--- src/hw/i2c_bus_pkg.sv ---
// I2C bus types shared by the touch controller master: pad enables, line samples, FSM states
package i2c_bus_pkg;

    // transaction-level FSM states of the sequencer
    typedef enum logic [2:0] {
        st_idle       = 3'd0,
        st_start      = 3'd1,
        st_addr_byte  = 3'd2,
        st_write_byte = 3'd3,
        st_read_hi    = 3'd4,
        st_read_lo    = 3'd5,
        st_stop       = 3'd6
    } ctrl_state_t;

    // quarter-bit steps of one SCL period
    typedef enum logic [1:0] {
        ph_low_setup   = 2'd0,   // scl low, sda may change
        ph_rise        = 2'd1,   // scl released
        ph_high_sample = 2'd2,   // scl high, sda sampled
        ph_fall        = 2'd3    // scl pulled low again
    } bit_phase_t;

    typedef struct packed {
        logic scl_oe;   // 1 pulls scl low
        logic sda_oe;   // 1 pulls sda low
    } i2c_pads_t;

    typedef struct packed {
        logic scl_in;   // resolved line levels
        logic sda_in;
    } i2c_sample_t;

    localparam logic [3:0] ACK_BIT_IDX = 4'd8;   // ninth bit of every byte

endpackage

--- src/hw/touch_regs_pkg.sv ---
// Host side definitions of the touch I2C master: Wishbone structs, command and register map
package touch_regs_pkg;

    typedef struct packed {
        logic        cyc;
        logic        stb;
        logic        we;
        logic [3:0]  adr;   // word address
        logic [31:0] dat;
    } wb_req_t;

    typedef struct packed {
        logic        ack;
        logic [31:0] dat;   // valid with ack
    } wb_rsp_t;

    typedef struct packed {
        logic       rw;         // 1 = read two bytes
        logic [7:0] cmd_byte;   // sent on writes only
    } touch_cmd_t;

    localparam logic [3:0] REG_CTRL   = 4'd0;
    localparam logic [3:0] REG_STATUS = 4'd1;
    localparam logic [3:0] REG_RDATA  = 4'd2;

    // bit positions in REG_STATUS
    localparam int STATUS_BUSY = 0;
    localparam int STATUS_NACK = 1;
    localparam int STATUS_DONE = 2;

endpackage

--- src/hw/scl_tick_gen.sv ---
// Quarter-bit timer for the I2C master, one tick every CLK_DIV clocks while enabled
`timescale 1ns/1ps

module scl_tick_gen #(
    parameter int CLK_DIV = 16
) (
    input  logic clk,
    input  logic rst_n,
    input  logic tick_en,
    output logic tick
);

    localparam int               CNT_W  = (CLK_DIV > 1) ? $clog2(CLK_DIV) : 1;
    localparam logic [CNT_W-1:0] RELOAD = CNT_W'(CLK_DIV - 1);

    logic [CNT_W-1:0] cnt;   // clocks left in this quarter bit

    assign tick = tick_en && (cnt == '0);

    always_ff @(posedge clk or negedge rst_n) begin
        if (!rst_n) begin
            cnt <= RELOAD;
        end else if (!tick_en || cnt == '0) begin
            cnt <= RELOAD;   // parked so the first tick is a full period away
        end else begin
            cnt <= cnt - 1'b1;
        end
    end

    // a tick only comes out of an enable that was already high the clock before
    assert property (@(posedge clk) disable iff (!rst_n)
        tick |-> (CLK_DIV == 1 || $past(tick_en)));

endmodule

--- src/hw/i2c_byte_shifter.sv ---
// Byte shifter of the I2C master, serializes transmit bytes and collects a 16-bit read result
`timescale 1ns/1ps

module i2c_byte_shifter (
    input  logic        clk,
    input  logic        rst_n,
    input  logic        load,
    input  logic [7:0]  tx_byte,
    input  logic        shift_out,
    input  logic        shift_in,
    input  logic        rx_bit,
    output logic        tx_bit,
    output logic [15:0] rx_word
);

    logic [7:0]  tx_reg;
    logic [15:0] rx_reg;

    assign tx_bit  = tx_reg[7];   // msb first on the wire
    assign rx_word = rx_reg;

    // transmit side
    always_ff @(posedge clk or negedge rst_n) begin
        if (!rst_n) begin
            tx_reg <= '0;
        end else if (load) begin
            tx_reg <= tx_byte;
        end else if (shift_out) begin
            tx_reg <= {tx_reg[6:0], 1'b1};   // ones fill in, a spent byte leaves sda released
        end
    end

    // receive side, first byte ends up in the upper half
    always_ff @(posedge clk or negedge rst_n) begin
        if (!rst_n) begin
            rx_reg <= '0;
        end else if (load) begin
            rx_reg <= '0;   // new transaction
        end else if (shift_in) begin
            rx_reg <= {rx_reg[14:0], rx_bit};
        end
    end

endmodule

--- src/hw/i2c_sequencer.sv ---
// I2C master FSM, runs one write or two-byte read transaction on open-drain SCL and SDA enables
`timescale 1ns/1ps

module i2c_sequencer #(
    parameter logic [6:0] DEV_ADDR = 7'h48
) (
    input  logic                       clk,
    input  logic                       rst_n,
    input  logic                       start,
    input  touch_regs_pkg::touch_cmd_t cmd,
    input  logic                       tick,
    input  i2c_bus_pkg::i2c_sample_t   sample,
    input  logic                       tx_bit,
    output i2c_bus_pkg::i2c_pads_t     pads,
    output logic                       tick_en,
    output logic                       load,
    output logic [7:0]                 tx_byte,
    output logic                       shift_out,
    output logic                       shift_in,
    output logic                       busy,
    output logic                       done,
    output logic                       nack
);
    import i2c_bus_pkg::*;

    ctrl_state_t state;
    ctrl_state_t next_state;   // successor after the current byte
    bit_phase_t  phase;
    logic [3:0]  bit_cnt;      // 0..7 data, 8 = acknowledge
    logic        rw_r;
    logic [7:0]  cmd_byte_r;

    logic ack_bit;
    logic tx_state;            // master drives the data bits
    logic rx_state;            // target drives the data bits
    logic byte_end;

    assign ack_bit  = (bit_cnt == ACK_BIT_IDX);
    assign tx_state = (state == st_addr_byte) || (state == st_write_byte);
    assign rx_state = (state == st_read_hi) || (state == st_read_lo);
    assign byte_end = tick && (phase == ph_fall) && ack_bit;

    assign shift_out = tick && tx_state && (phase == ph_high_sample) && !ack_bit;
    assign shift_in  = tick && rx_state && (phase == ph_high_sample) && !ack_bit;

    // address goes in on the start request, the command byte after a good address ack
    always_comb begin
        load    = 1'b0;
        tx_byte = {DEV_ADDR, cmd.rw};
        if (state == st_idle && start) begin
            load = 1'b1;
        end else if (byte_end && state == st_addr_byte && !rw_r && !nack) begin
            load    = 1'b1;
            tx_byte = cmd_byte_r;
        end
    end

    always_comb begin
        case (state)
            st_addr_byte: next_state = nack ? st_stop : (rw_r ? st_read_hi : st_write_byte);
            st_read_hi:   next_state = st_read_lo;
            default:      next_state = st_stop;   // write byte and low read byte end here
        endcase
    end

    always_ff @(posedge clk or negedge rst_n) begin
        if (!rst_n) begin
            state      <= st_idle;
            phase      <= ph_low_setup;
            bit_cnt    <= '0;
            rw_r       <= 1'b0;
            cmd_byte_r <= '0;
            pads       <= '0;
            tick_en    <= 1'b0;
            busy       <= 1'b0;
            done       <= 1'b0;
            nack       <= 1'b0;
        end else begin
            done <= 1'b0;
            case (state)
                st_idle: begin
                    if (start) begin
                        rw_r       <= cmd.rw;
                        cmd_byte_r <= cmd.cmd_byte;
                        busy       <= 1'b1;
                        tick_en    <= 1'b1;
                        nack       <= 1'b0;
                        phase      <= ph_low_setup;
                        state      <= st_start;
                    end
                end
                // two ticks, the first two phase codes serve as steps
                st_start: begin
                    if (tick) begin
                        if (phase == ph_low_setup) begin
                            pads.sda_oe <= 1'b1;   // sda falls under a high scl
                            phase       <= ph_rise;
                        end else begin
                            pads.scl_oe <= 1'b1;
                            phase       <= ph_low_setup;
                            bit_cnt     <= '0;
                            state       <= st_addr_byte;
                        end
                    end
                end
                st_addr_byte, st_write_byte, st_read_hi, st_read_lo: begin
                    if (tick) begin
                        case (phase)
                            ph_low_setup: begin
                                // ack bit: master acks the high byte, nacks the low one
                                pads.sda_oe <= ack_bit ? (state == st_read_hi)
                                                       : (tx_state && !tx_bit);
                                phase       <= ph_rise;
                            end
                            ph_rise: begin
                                pads.scl_oe <= 1'b0;
                                phase       <= ph_high_sample;
                            end
                            ph_high_sample: begin
                                if (ack_bit && tx_state && sample.sda_in) begin
                                    nack <= 1'b1;   // target left sda high
                                end
                                phase <= ph_fall;
                            end
                            ph_fall: begin
                                pads.scl_oe <= 1'b1;
                                phase       <= ph_low_setup;
                                bit_cnt     <= bit_cnt + 1'b1;
                                if (ack_bit) begin
                                    bit_cnt <= '0;
                                    state   <= next_state;
                                end
                            end
                        endcase
                    end
                end
                st_stop: begin
                    if (phase == ph_low_setup) begin
                        pads.sda_oe <= 1'b1;   // pull sda low one clock after scl fell
                        if (tick) begin
                            pads.scl_oe <= 1'b0;
                            phase       <= ph_rise;
                        end
                    end else if (tick) begin
                        pads.sda_oe <= 1'b0;   // sda rises under a high scl
                        tick_en     <= 1'b0;
                        busy        <= 1'b0;
                        done        <= 1'b1;
                        phase       <= ph_low_setup;
                        state       <= st_idle;
                    end
                end
                default: state <= st_idle;
            endcase
        end
    end

    // data on sda only moves while scl is held low, start and stop excepted
    assert property (@(posedge clk) disable iff (!rst_n)
        ($changed(pads.sda_oe) && !($past(state) inside {st_start, st_stop}))
        |-> (pads.scl_oe && $past(pads.scl_oe)));

    // the register block must hold a new start until this transaction is over
    assert property (@(posedge clk) disable iff (!rst_n) start |-> !busy);

    // no clock stretching is supported, a released scl reads high at the sample point
    assert property (@(posedge clk) disable iff (!rst_n)
        (tick && phase == ph_high_sample && (tx_state || rx_state)) |-> sample.scl_in);

endmodule

--- src/hw/touch_wb_regs.sv ---
// Wishbone classic slave with the command, status and read data registers of the touch master
`timescale 1ns/1ps

module touch_wb_regs (
    input  logic                       clk,
    input  logic                       rst_n,
    input  touch_regs_pkg::wb_req_t    wb_req,
    input  logic                       busy,
    input  logic                       done,
    input  logic                       nack,
    input  logic [15:0]                rx_word,
    output touch_regs_pkg::wb_rsp_t    wb_rsp,
    output logic                       start,
    output touch_regs_pkg::touch_cmd_t cmd
);
    import touch_regs_pkg::*;

    logic        access;       // new cycle seen this clock
    logic        ctrl_write;
    logic        accept_start;
    logic        done_r;       // sticky until the next start
    logic        nack_r;
    logic [15:0] rdata_r;
    logic [31:0] rd_mux;

    assign access       = wb_req.cyc && wb_req.stb && !wb_rsp.ack;
    assign ctrl_write   = access && wb_req.we && (wb_req.adr == REG_CTRL);
    assign accept_start = ctrl_write && !busy && !start;   // writes while busy are dropped

    always_comb begin
        rd_mux = '0;
        case (wb_req.adr)
            REG_CTRL:   rd_mux[8:0] = cmd;
            REG_STATUS: begin
                rd_mux[STATUS_BUSY] = busy || start;   // covers the clock before busy rises
                rd_mux[STATUS_NACK] = nack_r;
                rd_mux[STATUS_DONE] = done_r;
            end
            REG_RDATA:  rd_mux[15:0] = rdata_r;
            default:    rd_mux = '0;
        endcase
    end

    always_ff @(posedge clk or negedge rst_n) begin
        if (!rst_n) begin
            wb_rsp  <= '0;
            start   <= 1'b0;
            cmd     <= '0;
            done_r  <= 1'b0;
            nack_r  <= 1'b0;
            rdata_r <= '0;
        end else begin
            wb_rsp.ack <= access;   // single clock ack, no wait states
            if (access) begin
                wb_rsp.dat <= rd_mux;
            end
            start <= accept_start;
            if (accept_start) begin
                cmd <= touch_cmd_t'(wb_req.dat[8:0]);
            end
            if (start) begin
                done_r <= 1'b0;
                nack_r <= 1'b0;
            end else if (done) begin
                done_r <= 1'b1;
                nack_r <= nack;
                if (cmd.rw) begin
                    rdata_r <= rx_word;
                end
            end
        end
    end

    // a new start never lands on the clock that reports done
    assert property (@(posedge clk) disable iff (!rst_n) done |-> !start);

endmodule

--- src/hw/touch_i2c_top.sv ---
// Top level of the touch controller I2C master, Wishbone host port and split open-drain pads
`timescale 1ns/1ps

module touch_i2c_top #(
    parameter int         CLK_DIV  = 16,
    parameter logic [6:0] DEV_ADDR = 7'h48
) (
    input  logic                     clk,
    input  logic                     rst_n,
    input  touch_regs_pkg::wb_req_t  wb_req,
    input  i2c_bus_pkg::i2c_sample_t i2c_in,
    output touch_regs_pkg::wb_rsp_t  wb_rsp,
    output i2c_bus_pkg::i2c_pads_t   i2c_out
);
    import touch_regs_pkg::*;

    touch_cmd_t  cmd;
    logic        start;
    logic        busy;
    logic        done;
    logic        nack;
    logic        tick_en;
    logic        tick;
    logic        load;
    logic        shift_out;
    logic        shift_in;
    logic        tx_bit;
    logic [7:0]  tx_byte;
    logic [15:0] rx_word;

    touch_wb_regs u_touch_wb_regs (
        .clk     (clk),
        .rst_n   (rst_n),
        .wb_req  (wb_req),
        .busy    (busy),
        .done    (done),
        .nack    (nack),
        .rx_word (rx_word),
        .wb_rsp  (wb_rsp),
        .start   (start),
        .cmd     (cmd)
    );

    i2c_sequencer #(
        .DEV_ADDR (DEV_ADDR)
    ) u_i2c_sequencer (
        .clk       (clk),
        .rst_n     (rst_n),
        .start     (start),
        .cmd       (cmd),
        .tick      (tick),
        .sample    (i2c_in),
        .tx_bit    (tx_bit),
        .pads      (i2c_out),
        .tick_en   (tick_en),
        .load      (load),
        .tx_byte   (tx_byte),
        .shift_out (shift_out),
        .shift_in  (shift_in),
        .busy      (busy),
        .done      (done),
        .nack      (nack)
    );

    scl_tick_gen #(
        .CLK_DIV (CLK_DIV)
    ) u_scl_tick_gen (
        .clk     (clk),
        .rst_n   (rst_n),
        .tick_en (tick_en),
        .tick    (tick)
    );

    i2c_byte_shifter u_i2c_byte_shifter (
        .clk       (clk),
        .rst_n     (rst_n),
        .load      (load),
        .tx_byte   (tx_byte),
        .shift_out (shift_out),
        .shift_in  (shift_in),
        .rx_bit    (i2c_in.sda_in),   // read data straight off the resolved line
        .tx_bit    (tx_bit),
        .rx_word   (rx_word)
    );

endmodule

--- config.mk ---
export PLATFORM = sky130hd
export DESIGN_NAME = touch_i2c_top
export DESIGN_NICKNAME = d
export VERILOG_FILES = /design/src/hw/i2c_bus_pkg.sv /design/src/hw/touch_regs_pkg.sv /design/src/hw/scl_tick_gen.sv /design/src/hw/i2c_byte_shifter.sv /design/src/hw/i2c_sequencer.sv /design/src/hw/touch_wb_regs.sv /design/src/hw/touch_i2c_top.sv
export SDC_FILE = /design/constraint.sdc
export NUM_CORES = 1
export LEC_CHECK = 0
export ABC_AREA = 1
export ABC_CLOCK_PERIOD_IN_PS = 2300
export BUFFER_PORTS_ARGS = -buffer_cell sky130_fd_sc_hd__buf_2
export CORE_MARGIN = 3
export CORE_UTILIZATION = 55
export CTS_CLUSTER_DIAMETER = 200
export CTS_CLUSTER_SIZE = 16
export DETAILED_ROUTE_END_ITERATION = 8
export PLACE_DENSITY = 0.88
export SYNTH_ARGS = -nofsm -noshare
export SYNTH_HDL_FRONTEND = slang
export SYNTH_SLANG_ARGS = --single-unit
--- constraint.sdc ---
create_clock -name clk -period 2.3 [get_ports clk]
set_input_delay 0.115 -clock clk [delete_from_list [all_inputs] [get_ports clk]]
set_output_delay 0.115 -clock clk [all_outputs]
set_load 0.005 [all_outputs]
==> metrics.log, run 1 <==
INFO  metric synth-seq-cells = 96
INFO  metric placedInstanceArea = 4860 um2
INFO  metric globalRouteOverflowTotal = 0
INFO  metric timing.hold.ws = 0.132 ns
INFO  metric instances_no_fill = 676
INFO  metric cpMaxStageDelayCell = sky130_fd_sc_hd__nand3b_1
INFO  metric utilization = 65.3%
INFO  metric worstHoldPathType = in2reg
INFO  metric dieHeight = 97.7 um
INFO  metric route.detailed.wl_per_inst = 13.6 um
INFO  metric ys_seq_area_share = 52.0%
INFO  metric postLayoutSetupSlackWorst = 0.477 ns
INFO  metric fin_area = 5180 um2
INFO  metric die-width = 97.7 um
INFO  metric cp_data_arrival_time = 2.14 ns
INFO  metric final-max-slew-violation-count = 0
INFO  metric regMostFlops = u_touch_wb_regs.wb_rsp
INFO  metric async_flop_share = 100%
INFO  metric most-common-layout-cells = sky130_fd_sc_hd__nand2_1 (189), sky130_fd_sc_hd__dfrtp_1 (92), sky130_fd_sc_hd__buf_2 (36), sky130_fd_sc_hd__nand3_1 (34), sky130_fd_sc_hd__inv_1 (32)
INFO  metric hold_violations = 0
INFO  metric netlist_area = 4630 um2
INFO  metric crit_path_max_incr_delay = 0.40 ns
INFO  metric synth_area_per_cell = 8.97 um2
INFO  metric critPathLaunchType = flop
INFO  metric cts_num_sinks = 96
INFO  metric route.detailed.drc = 0
INFO  metric grt_setup_unrepaired = no
INFO  metric worst_margin_pin_slew = 0.630 ns
INFO  metric regToRegStartpoint = u_touch_wb_regs.wb_rsp[32]$_DFF_PN0_
INFO  metric core-area = 7930 um2
INFO  metric setup_tns = 0 ns
INFO  metric synth_cells = 516
INFO  metric timing.fmax = 548 MHz
INFO  metric cts.reportedPaths.clkPinSlew = 0.10 ns
INFO  metric place_worst_setup_slack = 0.542 ns
INFO  metric row_count = 32
INFO  metric clk_buf_depth = 2
INFO  metric min_from = wb_req[33]
INFO  metric synth_ff_type = sky130_fd_sc_hd__dfrtp_1
INFO  metric drt_pre_antenna_iters = 5
INFO  metric number_of_global_route_vias_before_repair = 3,469
INFO  metric grt_pass1_wl = 16,000 um
INFO  metric worstPathCellList = nand3b_1 -> inv_1 -> nand3_2 -> inv_1 -> nand2_1 -> nand2_1
INFO  metric cts_max_level = 3
INFO  metric hpwlAfterDp = 6440 um
INFO  metric worst_ir_drop_vdd = 0.412 mV
INFO  metric number_of_diodes_added_for_antenna_fixing = 0
INFO  metric power = 4.06 mW
INFO  metric fp.dieArea = 9550 um2
INFO  metric setup-violations-final = 0
INFO  metric detailroute.via_count = 3,488
INFO  metric synthesis.yosys.warnings = 0
INFO  metric synthTopCellsByArea = sky130_fd_sc_hd__dfrtp_1 (50%), sky130_fd_sc_hd__nand2_1 (15%), sky130_fd_sc_hd__mux2_2 (3.9%)
INFO  metric number_of_flip_flops_in_the_largest_register = 17
INFO  metric detail_route.vias_per_cell = 5.16
INFO  metric gp_congestion = 0.883
INFO  metric result_of_the_run = finished clean
INFO  metric port_buffers = 37
INFO  metric post-route-min-period = 1.82 ns
INFO  metric final.period_utilization = 79.3%
INFO  metric ios = 78
INFO  metric crit_fanout = 13
INFO  metric synth.lib_cells_used.distinct = 35
INFO  metric wl = 9200 um
INFO  metric max-slew-margin-rel = 58.0%
INFO  metric area_growth = 11.9%
INFO  metric insertion_delay_to_the_later_sink_of_the_worst_skew_pair = 0.37 ns
INFO  metric cts_root_buffer = sky130_fd_sc_hd__clkbuf_8
INFO  metric cp_data_required_time = 2.61 ns
INFO  metric design.final.nets = 621
INFO  metric critPathTopFamily = simple AND/OR/NAND/NOR gates
INFO  metric yosys.area.top_type_share = 49.7%
INFO  metric critical_path_class = reg2reg
INFO  metric crit_path_start = u_touch_wb_regs.wb_rsp[32]$_DFF_PN0_
INFO  metric power_leakage = 2.81 nW
INFO  metric post-synth-top-area-cell = sky130_fd_sc_hd__dfrtp_1
INFO  metric maxCapViolCount = 0
INFO  metric cts_hold_buf = 11
INFO  metric clock_skew = 0.00958 ns
INFO  metric final_layout_size_suffix_gt1_share = 21.3%
INFO  metric grt_antenna_before_repair = 0
INFO  metric powerDensity = 784 nW/um2
INFO  metric final_antenna_net_count = 0
INFO  metric number_of_buffers_created_by_cts = 9
INFO  metric cp_num_buf_inv = 2
INFO  metric worstSetupEndpointType = flop
INFO  metric post_placement_cell_count = 649
INFO  metric grt_util_all_layers = 20.6%
INFO  metric post_cts_setup_buffer_count = 0
INFO  metric 1st_iter_drt_viols = 228
INFO  metric pin_count_of_the_biggest_net_entering_global_routing = 51
INFO  metric floorplan.initialDensity = 58.4%
INFO  metric synth-edff-count = 0
INFO  metric final_common_cell = sky130_fd_sc_hd__nand2_1
INFO  metric ctsResizeCount = 0
INFO  metric cts_tree = yes
[metal layers]
metal  GRT usage [%]  routed length, um  up-vias
met5               0                  0        -
met2            33.5               4440       96
met3            5.00                530       12
met4            6.18                115        0
li1                -                  -     1703
met1            27.8               4110     1677
[worst paths after layout]
path	cells past startpoint	endpoint	slack, ns
setup / recovery	6	u_touch_wb_regs.cmd[8]$_DFFE_PN0P_	0.48
hold / removal	4	u_touch_wb_regs.wb_rsp[5]$_DFFE_PN0P_	0.13
setup reg to reg	6	u_touch_wb_regs.cmd[8]$_DFFE_PN0P_	0.48
hold reg to reg	2	u_touch_wb_regs.wb_rsp[11]$_DFFE_PN0P_	0.48
max in group asynchronous	3	u_scl_tick_gen.cnt[3]$_DFF_PN1_	1.28
min in group asynchronous	2	u_i2c_sequencer.state[0]$_DFFE_PN0P_	0.30
[cell type report]
class | count | area (um2)
clock buffers | 10 | 138
flip-flops and latches | 96 | 2410
inverters | 37 | 139
repair buffers | 53 | 348
clock inverters | 6 | 72.6
fillers | 613 | 2750
well taps | 102 | 128
multi-input cells | 372 | 1950
[power breakdown]
group	leakage, nW	switching, mW	internal [mW]
logic	1.42	0.636	0.328
registers	1.28	0.120	1.81
clock network	0.104	0.617	0.546
total	2.81	1.37	2.69
[synthesized netlist by cell type (2+ instances only)]
cell type / n
sky130_fd_sc_hd__o21ai_1: 6
sky130_fd_sc_hd__nand3_2: 2
sky130_fd_sc_hd__ha_1: 9
sky130_fd_sc_hd__nor2_8: 2
sky130_fd_sc_hd__nand2_4: 3
sky130_fd_sc_hd__buf_6: 2
sky130_fd_sc_hd__dfstp_2: 4
sky130_fd_sc_hd__dfrtp_1: 92
sky130_fd_sc_hd__nand2_8: 2
sky130_fd_sc_hd__nor2_4: 7
sky130_fd_sc_hd__clkbuf_1: 2
sky130_fd_sc_hd__nand2_2: 17
sky130_fd_sc_hd__nand3_1: 34
sky130_fd_sc_hd__mux2_2: 16
sky130_fd_sc_hd__xnor2_1: 2
sky130_fd_sc_hd__a21oi_1: 6
sky130_fd_sc_hd__inv_1: 32
sky130_fd_sc_hd__nor2_2: 5
sky130_fd_sc_hd__inv_2: 5
sky130_fd_sc_hd__buf_2: 3
sky130_fd_sc_hd__nand2_1: 189
sky130_fd_sc_hd__nand4_1: 4
sky130_fd_sc_hd__o21ai_0: 15
sky130_fd_sc_hd__nor2_1: 24
sky130_fd_sc_hd__buf_4: 17
sky130_fd_sc_hd__a31oi_1: 7
[logic make-up (layout without fill, tap and decap cells)]
family	Yosys count	in the layout	share of synthesized area [%]
xor+xnor	3	3	0.568
simple gates	293	293	29.8
other cells	1	16	0.0810
buf+inv	63	106	7.14
mux	16	16	3.89
fa+ha+maj	9	9	2.43
compound gates	35	35	4.03
flops	96	96	52.0
[worst register-to-register path, stage by stage (launching register included)]
cell,delay [ns]
sky130_fd_sc_hd__dfrtp_1,0.38
sky130_fd_sc_hd__nand3b_1,0.40
sky130_fd_sc_hd__inv_1,0.22
sky130_fd_sc_hd__nand3_2,0.18
sky130_fd_sc_hd__inv_1,0.34
sky130_fd_sc_hd__nand2_1,0.15
sky130_fd_sc_hd__nand2_1,0.10
Power figures use the tool's default switching activity.
==> run 2, diff against run 1 <==
Settings changed: ABC_CLOCK_PERIOD_IN_PS 2300 to 1700.
Clock period 2.3 ns to 1.7 ns, I/O delays scaled along.
==> run 2 against run 1 <==
Largest power group unchanged. Hold slack better by 0.064 ns. Sequential share of layout area is 1.8 points lower. Critical endpoint is now u_i2c_byte_shifter.rx_word[4]$_DFFE_PN0P_. First-iteration DRC count is 8.8% lower. Sequential cell count stayed put. Largest cell class unchanged. Critical path depth is 4 higher. Global-route usage is 1.1 points higher. Clock power is 38% higher.
==> metrics.log, run 2 (synthesis results as in run 1) <==
INFO  metric critPathLaunchType = flop
INFO  metric power_leakage = 2.87 nW (+2.2%)
INFO  metric number_of_diodes_added_for_antenna_fixing = 0 (unchanged)
INFO  metric setup-violations-final = 0 (unchanged)
INFO  metric gp_congestion = 0.867 (-1.9%)
INFO  metric worstHoldPathType = in2reg
INFO  metric most-common-layout-cells = sky130_fd_sc_hd__nand2_1 (185), sky130_fd_sc_hd__dfrtp_1 (91), sky130_fd_sc_hd__buf_2 (36), sky130_fd_sc_hd__nand3_1 (33), sky130_fd_sc_hd__inv_1 (28)
INFO  metric insertion_delay_to_the_later_sink_of_the_worst_skew_pair = 0.37 ns (about the same)
INFO  metric clk_buf_depth = 2 (unchanged)
INFO  metric placedInstanceArea = 4920 um2 (+1.2%)
INFO  metric post-route-min-period = 1.66 ns (-0.164 ns)
INFO  metric drt_pre_antenna_iters = 5 (unchanged)
INFO  metric number_of_global_route_vias_before_repair = 3,585 (+3.3%)
INFO  metric grt_pass1_wl = 16,900 um (+5.4%)
INFO  metric detail_route.vias_per_cell = 5.27 (+2.2%)
INFO  metric fp.dieArea = 9550 um2 (unchanged)
INFO  metric instances_no_fill = 690 (+2.1%)
INFO  metric number_of_buffers_created_by_cts = 9 (unchanged)
INFO  metric grt_antenna_before_repair = 0 (unchanged)
INFO  metric detailroute.via_count = 3,637 (+4.3%)
INFO  metric globalRouteOverflowTotal = 0 (unchanged)
INFO  metric highest_layer = met4
INFO  metric worst_ir_drop_vdd = 0.476 mV (+15%)
INFO  metric final.period_utilization = 97.6% (+18 points)
INFO  metric dieHeight = 97.7 um (unchanged)
INFO  metric powerDensity = 1040 nW/um2 (+33%)
INFO  metric final_layout_size_suffix_gt1_share = 26.0% (+4.8 points)
INFO  metric row_count = 32 (unchanged)
INFO  metric number_of_flip_flops_in_the_largest_register = 17 (unchanged)
INFO  metric regMostFlops = u_touch_wb_regs.wb_rsp
INFO  metric post_placement_cell_count = 655 (+0.92%)
INFO  metric fin_area = 5390 um2 (+4.2%)
INFO  metric design.final.nets = 635 (+2.3%)
INFO  metric wl = 10,100 um (+10%)
INFO  metric core-area = 7930 um2 (unchanged)
INFO  metric wl_met3 = 656 um (+24%)
INFO  metric worstRegToRegCells = 10 (+4)
INFO  metric cts_max_level = 3 (unchanged)
INFO  metric final_antenna_net_count = 0 (unchanged)
INFO  metric die-width = 97.7 um (unchanged)
INFO  metric setup_tns = 0 ns (unchanged)
INFO  metric fill_cells = 573 (-6.5%)
INFO  metric worst_margin_pin_slew = 0.501 ns (-0.128 ns)
INFO  metric worstSetupEndpointType = flop
INFO  metric clock_skew = 0.0106 ns (+0.00102 ns)
INFO  metric maxCapViolCount = 0 (unchanged)
INFO  metric hpwlAfterDp = 6560 um (+1.7%)
INFO  metric max-slew-margin-rel = 66.6% (+8.6 points)
INFO  metric pin_count_of_the_biggest_net_entering_global_routing = 97 (+90%)
INFO  metric power = 5.62 mW (+38%)
INFO  metric grt_util_all_layers = 21.7% (+1.1 points)
INFO  metric wirelength_met1 = 4130 um (+0.39%)
INFO  metric route.detailed.wl_per_inst = 14.7 um (+7.7%)
INFO  metric cts_root_buffer = sky130_fd_sc_hd__clkbuf_8
INFO  metric final-max-slew-violation-count = 0 (unchanged)
INFO  metric route.met2.wl = 5160 um (+16%)
INFO  metric route.detailed.drc = 0 (unchanged)
INFO  metric timing.fmax = 603 MHz (+9.9%)
INFO  metric 1st_iter_drt_viols = 208 (-8.8%)
INFO  metric cp_data_arrival_time = 1.97 ns (-0.17 ns)
INFO  metric area_growth = 16.5%
INFO  metric cts.reportedPaths.clkPinSlew = 0.11 ns (about the same)
INFO  metric final_common_cell = sky130_fd_sc_hd__nand2_1
INFO  metric floorplan.initialDensity = 58.4% (unchanged)
INFO  metric critical_path_class = reg2reg
INFO  metric cts_num_sinks = 96 (unchanged)
INFO  metric cp_data_required_time = 2.01 ns (-0.60 ns)
INFO  metric crit_fanout = 5 (-8)
INFO  metric hold_violations = 0 (unchanged)
INFO  metric port_buffers = 37 (unchanged)
INFO  metric whs_path_depth = 5 (+1)
INFO  metric ios = 78 (unchanged)
INFO  metric cts_tree = yes
INFO  metric result_of_the_run = finished clean
## run 2: changes by cell type in the layout (fill, tap and decap cells not counted), sizes merged
| cell | before | now |
|---|---|---|
| clkinv | 1 | 0 |
| inv | 40 | 39 |
| buf | 42 | 56 |
| clkinvlp | 1 | 3 |
## run 2: stage by stage
| step | utilization [%] | setup slack [ns] | hold WS [ns] |
|---|---|---|---|
| floorplan | - | 0.112 | -0.211 |
| global placement | 62.0 | 0.0455 | 0.169 |
| CTS | 66.8 | 0.0108 | 0.172 |
| finish | 68.0 | 0.0412 | 0.197 |
| detailed placement | 62.0 | -0.0437 | 0.175 |
| global route | 68.0 | -0.0281 | 0.218 |
## run 2: area by class of cell
type | instances | area [um2] | area share, %
well taps | 102 | 128 | 2.37
multi-input cells | 372 | 2010 | 37.3
repair buffers | 67 | 489 | 9.07
inverters | 37 | 143 | 2.64
clock inverters | 6 | 73.8 | 1.37
clock buffers | 10 | 138 | 2.55
flip-flops and latches | 96 | 2410 | 44.7
## run 2: repair_timing
item	in CTS	in global routing
setup endpoints to repair	23	35
cloned	0	0
hold endpoints to repair	102	0
buffers inserted	4	4
hold buffers	11	0
pin swaps	4	9
resized for setup	5	20
## run 2: worst max-delay path, cell delays in order, from the launching register on
cell                      delay (ns)
sky130_fd_sc_hd__dfstp_2        0.56
sky130_fd_sc_hd__inv_2          0.06
sky130_fd_sc_hd__ha_4           0.17
sky130_fd_sc_hd__nand3_4        0.12
sky130_fd_sc_hd__nor2_4         0.07
sky130_fd_sc_hd__nand2_8        0.10
sky130_fd_sc_hd__nand2_8        0.07
sky130_fd_sc_hd__nor2_8         0.17
sky130_fd_sc_hd__buf_6          0.17
sky130_fd_sc_hd__nand2_2        0.06
sky130_fd_sc_hd__nand2_2        0.05
## run 2: path summary, 6_finish.rpt
kind | start | end | slack, ns
worst max-delay path | u_scl_tick_gen.cnt[0]$_DFF_PN1_ | u_i2c_byte_shifter.rx_word[4]$_DFFE_PN0P_ | 0.04
max in group asynchronous | rst_n | u_scl_tick_gen.cnt[3]$_DFF_PN1_ | 1.00
worst min-delay path | wb_req[37] | u_touch_wb_regs.wb_rsp[11]$_DFFE_PN0P_ | 0.20
worst min register to register | u_scl_tick_gen.cnt[0]$_DFF_PN1_ | u_scl_tick_gen.cnt[0]$_DFF_PN1_ | 0.48
min in group asynchronous | rst_n | u_i2c_byte_shifter.tx_reg[5]$_DFFE_PN0P_ | 0.29
worst max register to register | u_scl_tick_gen.cnt[0]$_DFF_PN1_ | u_i2c_byte_shifter.rx_word[4]$_DFFE_PN0P_ | 0.04
## run 2: where the power goes
part	internal, mW	leakage [nW]	switching [mW]	total, mW
sequential	2.46	1.28	0.168	2.62
combinational	0.492	1.49	0.900	1.39
clock	0.741	0.101	0.860	1.60
total	3.69	2.87	1.93	5.62
## run 2: per-layer routing
layer  track usage (%)  up-vias
li1                  -     1736
met1              28.9     1752
met2              35.9      131
met3              3.36       18
met4              8.63        0
met5                 0        -
==> run 3, diff against run 2 <==
Settings changed: ABC_AREA 1 to unset.
==> run 3 against run 2 <==
First-iteration DRC count is 3.4% lower. The flow now finishes with violations (setup timing). Critical endpoint is now u_i2c_byte_shifter.tx_reg[1]$_DFFE_PN0P_. Non-clock buffer count is 31 higher. Sequential share of layout area is 1.8 points lower. Largest cell class unchanged. Synthesized area is 0.78% lower. Sequential power is 8.0% lower. Sequential cell count stayed put. Combinational power is 59% lower. Synthesized cell count is 22% lower. Register-to-register slack worse by 0.22 ns.
==> metrics.log, run 3 <==
INFO  metric 1st_iter_drt_viols = 201 (-3.4%)
INFO  metric synth_cells = 404 (-22%)
INFO  metric timing.fmax = 533 MHz (-12%)
INFO  metric grt_setup_unrepaired = yes
INFO  metric worstSetupEndpointType = flop
INFO  metric ys_seq_area_share = 52.4% (+0.41 points)
INFO  metric cts_max_level = 3 (unchanged)
INFO  metric clk_buf_depth = 2 (unchanged)
INFO  metric whs_path_depth = 3 (-2)
INFO  metric regMostFlops = u_touch_wb_regs.wb_rsp
INFO  metric globalRouteOverflowTotal = 0 (unchanged)
INFO  metric postLayoutSetupSlackWorst = -0.176 ns (-0.217 ns)
INFO  metric reg_to_reg_critical_path_endpoint = u_i2c_byte_shifter.tx_reg[1]$_DFFE_PN0P_
INFO  metric number_of_buffers_created_by_cts = 9 (unchanged)
INFO  metric cp_data_arrival_time = 2.17 ns (+0.20 ns)
INFO  metric number_of_flip_flops_in_the_largest_register = 17 (unchanged)
INFO  metric cts.reportedPaths.clkPinSlew = 0.10 ns (about the same)
INFO  metric hpwlAfterDp = 7040 um (+7.4%)
INFO  metric setup_tns = -2.50 ns (-2.50 ns)
INFO  metric crit_path_max_incr_delay = 0.65 ns (+0.09 ns)
INFO  metric max-slew-margin-rel = 63.3% (-3.3 points)
INFO  metric power_leakage = 2.81 nW (-2.0%)
INFO  metric p_comb_share = 13.0% (-12 points)
INFO  metric route.detailed.wl_per_inst = 18.5 um (+26%)
INFO  metric synthesis.yosys.warnings = 0 (unchanged)
INFO  metric die-width = 97.4 um (-0.37%)
INFO  metric sequential_share_of_power = 55.1% (+8.4 points)
INFO  metric min_delay_worst_endpoint = u_touch_wb_regs.start$_DFF_PN0_
INFO  metric port_buffers = 37 (unchanged)
INFO  metric result_of_the_run = finished with violations
INFO  metric cts_tree = yes
INFO  metric synth-edff-count = 0 (unchanged)
INFO  metric final.period_utilization = 110% (+13 points)
INFO  metric critical_path_class = reg2reg
INFO  metric internal-power = 3.16 mW (-14%)
INFO  metric number_of_diodes_added_for_antenna_fixing = 0 (unchanged)
INFO  metric synth_ff_type = sky130_fd_sc_hd__dfrtp_1
INFO  metric netlist_area = 4590 um2 (-0.78%)
INFO  metric min_from = wb_req[36]
INFO  metric grt_antenna_before_repair = 0 (unchanged)
INFO  metric core-area = 7930 um2 (unchanged)
INFO  metric grt_util_all_layers = 23.0% (+1.3 points)
INFO  metric worstRegToRegCells = 6 (-4)
INFO  metric floorplan.initialDensity = 57.9% (-0.46 points)
INFO  metric regToRegStartpoint = u_i2c_sequencer.bit_cnt[0]$_DFFE_PN0P_
INFO  metric hold_violations = 0 (unchanged)
INFO  metric design.final.nets = 542 (-15%)
INFO  metric synth.most_common_cell = sky130_fd_sc_hd__dfrtp_1
INFO  metric swShare = 27.5% (-6.8 points)
INFO  metric wl = 11,000 um (+8.9%)
INFO  metric area_growth = 22.4%
INFO  metric worst_margin_pin_slew = 0.551 ns (+0.0493 ns)
INFO  metric drt_pre_antenna_iters = 4 (-1)
INFO  metric detailroute.via_count = 3,527 (-3.0%)
INFO  metric clock_skew = 0.00839 ns (-0.00222 ns)
INFO  metric final_layout_size_suffix_gt1_share = 37.4% (+11 points)
INFO  metric most-common-layout-cells = sky130_fd_sc_hd__dfrtp_1 (91), sky130_fd_sc_hd__buf_4 (45), sky130_fd_sc_hd__nand2_1 (37), sky130_fd_sc_hd__buf_2 (36), sky130_fd_sc_hd__mux2_2 (33)
INFO  metric total_switching_power = 1.20 mW (-38%)
INFO  metric cpMaxStageDelayCell = sky130_fd_sc_hd__or4_4
INFO  metric cts_root_buffer = sky130_fd_sc_hd__clkbuf_8
INFO  metric async_flop_share = 100% (unchanged)
INFO  metric final_common_cell = sky130_fd_sc_hd__dfrtp_1
INFO  metric dieHeight = 97.4 um (-0.37%)
INFO  metric gp_congestion = 0.937 (+8.1%)
INFO  metric yosys.area.top_type_share = 50.1% (+0.39 points)
INFO  metric grt_pass1_wl = 17,600 um (+4.2%)
INFO  metric worstPathCellList = inv_2 -> ha_4 -> nand3b_1 -> or4_4 -> buf_6 -> a21oi_2
INFO  metric violations = setup timing
INFO  metric insertion_delay_to_the_later_sink_of_the_worst_skew_pair = 0.36 ns (about the same)
INFO  metric synthTopCellsByArea = sky130_fd_sc_hd__dfrtp_1 (50%), sky130_fd_sc_hd__mux2_2 (8.1%), sky130_fd_sc_hd__a32o_1 (3.7%)
INFO  metric synth-seq-cells = 96 (unchanged)
INFO  metric number_of_global_route_vias_before_repair = 3,567 (-0.50%)
INFO  metric synth.lib_cells_used.distinct = 59 (+69%)
INFO  metric post-route-min-period = 1.88 ns (+0.217 ns)
INFO  metric final-max-slew-violation-count = 0 (unchanged)
INFO  metric route.detailed.drc = 0 (unchanged)
INFO  metric crit_fanout = 5 (unchanged)
INFO  metric fill_cells = 533 (-7.0%)
INFO  metric cts_num_sinks = 96 (unchanged)
INFO  metric final_antenna_net_count = 0 (unchanged)
INFO  metric synth_common_cells = sky130_fd_sc_hd__dfrtp_1 (92), sky130_fd_sc_hd__nand2_1 (38), sky130_fd_sc_hd__mux2_2 (33), sky130_fd_sc_hd__o21ai_0 (20)
INFO  metric row_count = 32 (unchanged)
INFO  metric synth_area_per_cell = 11.4 um2 (+27%)
INFO  metric pin_count_of_the_biggest_net_entering_global_routing = 39 (-60%)
INFO  metric detail_route.vias_per_cell = 5.91 (+12%)
INFO  metric setup-violations-final = 23 (+23)
INFO  metric cp_data_required_time = 1.99 ns (-0.02 ns)
INFO  metric worst_ir_drop_vdd = 0.551 mV (+16%)
INFO  metric fp.dieArea = 9480 um2 (-0.74%)
INFO  metric critPathLaunchType = flop
INFO  metric post-synth-top-area-cell = sky130_fd_sc_hd__dfrtp_1
INFO  metric regToRegSetupSlack = -0.18 ns (-0.22 ns)
INFO  metric timing.hold.ws = 0.101 ns (-0.0959 ns)
INFO  metric worstHoldPathType = in2reg
INFO  metric ios = 78 (unchanged)
INFO  metric maxCapViolCount = 0 (unchanged)
INFO  metric p_clk_share = 31.9% (+3.4 points)
INFO  metric powerDensity = 776 nW/um2 (-25%)
run 3: through the flow:
step                      worst slack, ns  area [um2]  power (mW)  util, %  cells
final                              -0.176        5620        4.36     70.9    597
after global routing               -0.258        5620        4.54     70.9    597
after CTS                          -0.147        5500        4.33     69.4    592
after detailed placement           -0.159        5120        2.94     64.6    562
after global placement             -0.155        5120        2.91     64.6    562
after floorplan                   -0.0465        4690        2.72        -    419
run 3: cells by family (layout without fill, tap and decap cells):
group / after synthesis / in the layout / synth area share, %
adder cells (fa/ha/maj): 9 / 9 / 2.45
buffers and inverters: 50 / 125 / 6.02
XOR/XNOR: 1 / 1 / 0.191
AO/OA/AOI/OAI: 89 / 89 / 14.1
multiplexers: 46 / 46 / 10.9
AND/OR/NAND/NOR: 112 / 113 / 13.8
flip-flops: 96 / 96 / 52.4
other: 1 / 16 / 0.0817
run 3: critical path, delay by kind of cell, from the launching register on:
| kind | cells | cell delay, ns |
|---|---|---|
| adders and majority gates | 1 | 0.13 |
| AOI/OAI and AO/OA | 1 | 0.12 |
| DFF | 1 | 0.41 |
| and+or+nand+nor | 2 | 0.88 |
| buffers and inverters | 2 | 0.26 |
run 3: cell type report:
class                   instances  area [um2]  share of cell area, %
clock buffers                  10         128                   2.27
clock inverters                 6        51.3                  0.913
inverters                      11        41.3                  0.734
multi-input cells             274        2120                   37.7
flip-flops and latches         96        2410                   42.8
well taps                     102         128                   2.27
repair buffers                 98         744                   13.2
run 3: how the worst max path moves through the flow:
stage / to / depth (start not counted) / startpoint / slack (ns)
4_1_cts: u_i2c_byte_shifter.tx_reg[1]$_DFFE_PN0P_ / 6 / u_i2c_sequencer.bit_cnt[0]$_DFFE_PN0P_ / -0.15
3_3_place_gp: u_i2c_byte_shifter.tx_reg[0]$_DFFE_PN0P_ / 8 / u_scl_tick_gen.cnt[1]$_DFF_PN1_ / -0.16
6_report: u_i2c_byte_shifter.tx_reg[1]$_DFFE_PN0P_ / 6 / u_i2c_sequencer.bit_cnt[0]$_DFFE_PN0P_ / -0.18
3_5_place_dp: u_i2c_byte_shifter.rx_word[3]$_DFFE_PN0P_ / 6 / u_i2c_sequencer.bit_cnt[0]$_DFFE_PN0P_ / -0.16
2_1_floorplan: u_i2c_byte_shifter.tx_reg[4]$_DFFE_PN0P_ / 7 / u_i2c_sequencer.bit_cnt[0]$_DFFE_PN0P_ / -0.05
5_1_grt: u_i2c_byte_shifter.tx_reg[0]$_DFFE_PN0P_ / 8 / u_i2c_sequencer.bit_cnt[0]$_DFFE_PN0P_ / -0.26
run 3: timing repair:
item                                    in CTS  in global routing
buffers inserted                             2                  4
hold buffers                                11                  0
gates resized for setup                     21                 11
endpoints found under the setup margin      39                 32
gates cloned                                 1                  1
pin swaps                                    1                 22
endpoints found under the hold margin       42                  0
run 3: layer usage:
metal  vias up  GRT usage (%)  wire (um)
met4         0           7.67        160
met3        16           3.88        594
met1      1759           31.1       4670
met2       146           37.8       5590
met5         -              0          0
li1       1606              -          -
run 3: power by group through the flow:
stage | combinational (mW) | clock [mW] | sequential [mW]
2_1_floorplan | 0.290 | 0 | 2.43
5_1_grt | 0.621 | 1.51 | 2.41
6_report | 0.568 | 1.39 | 2.41
4_1_cts | 0.521 | 1.40 | 2.41
3_5_place_dp | 0.494 | 0 | 2.45
3_3_place_gp | 0.470 | 0 | 2.44
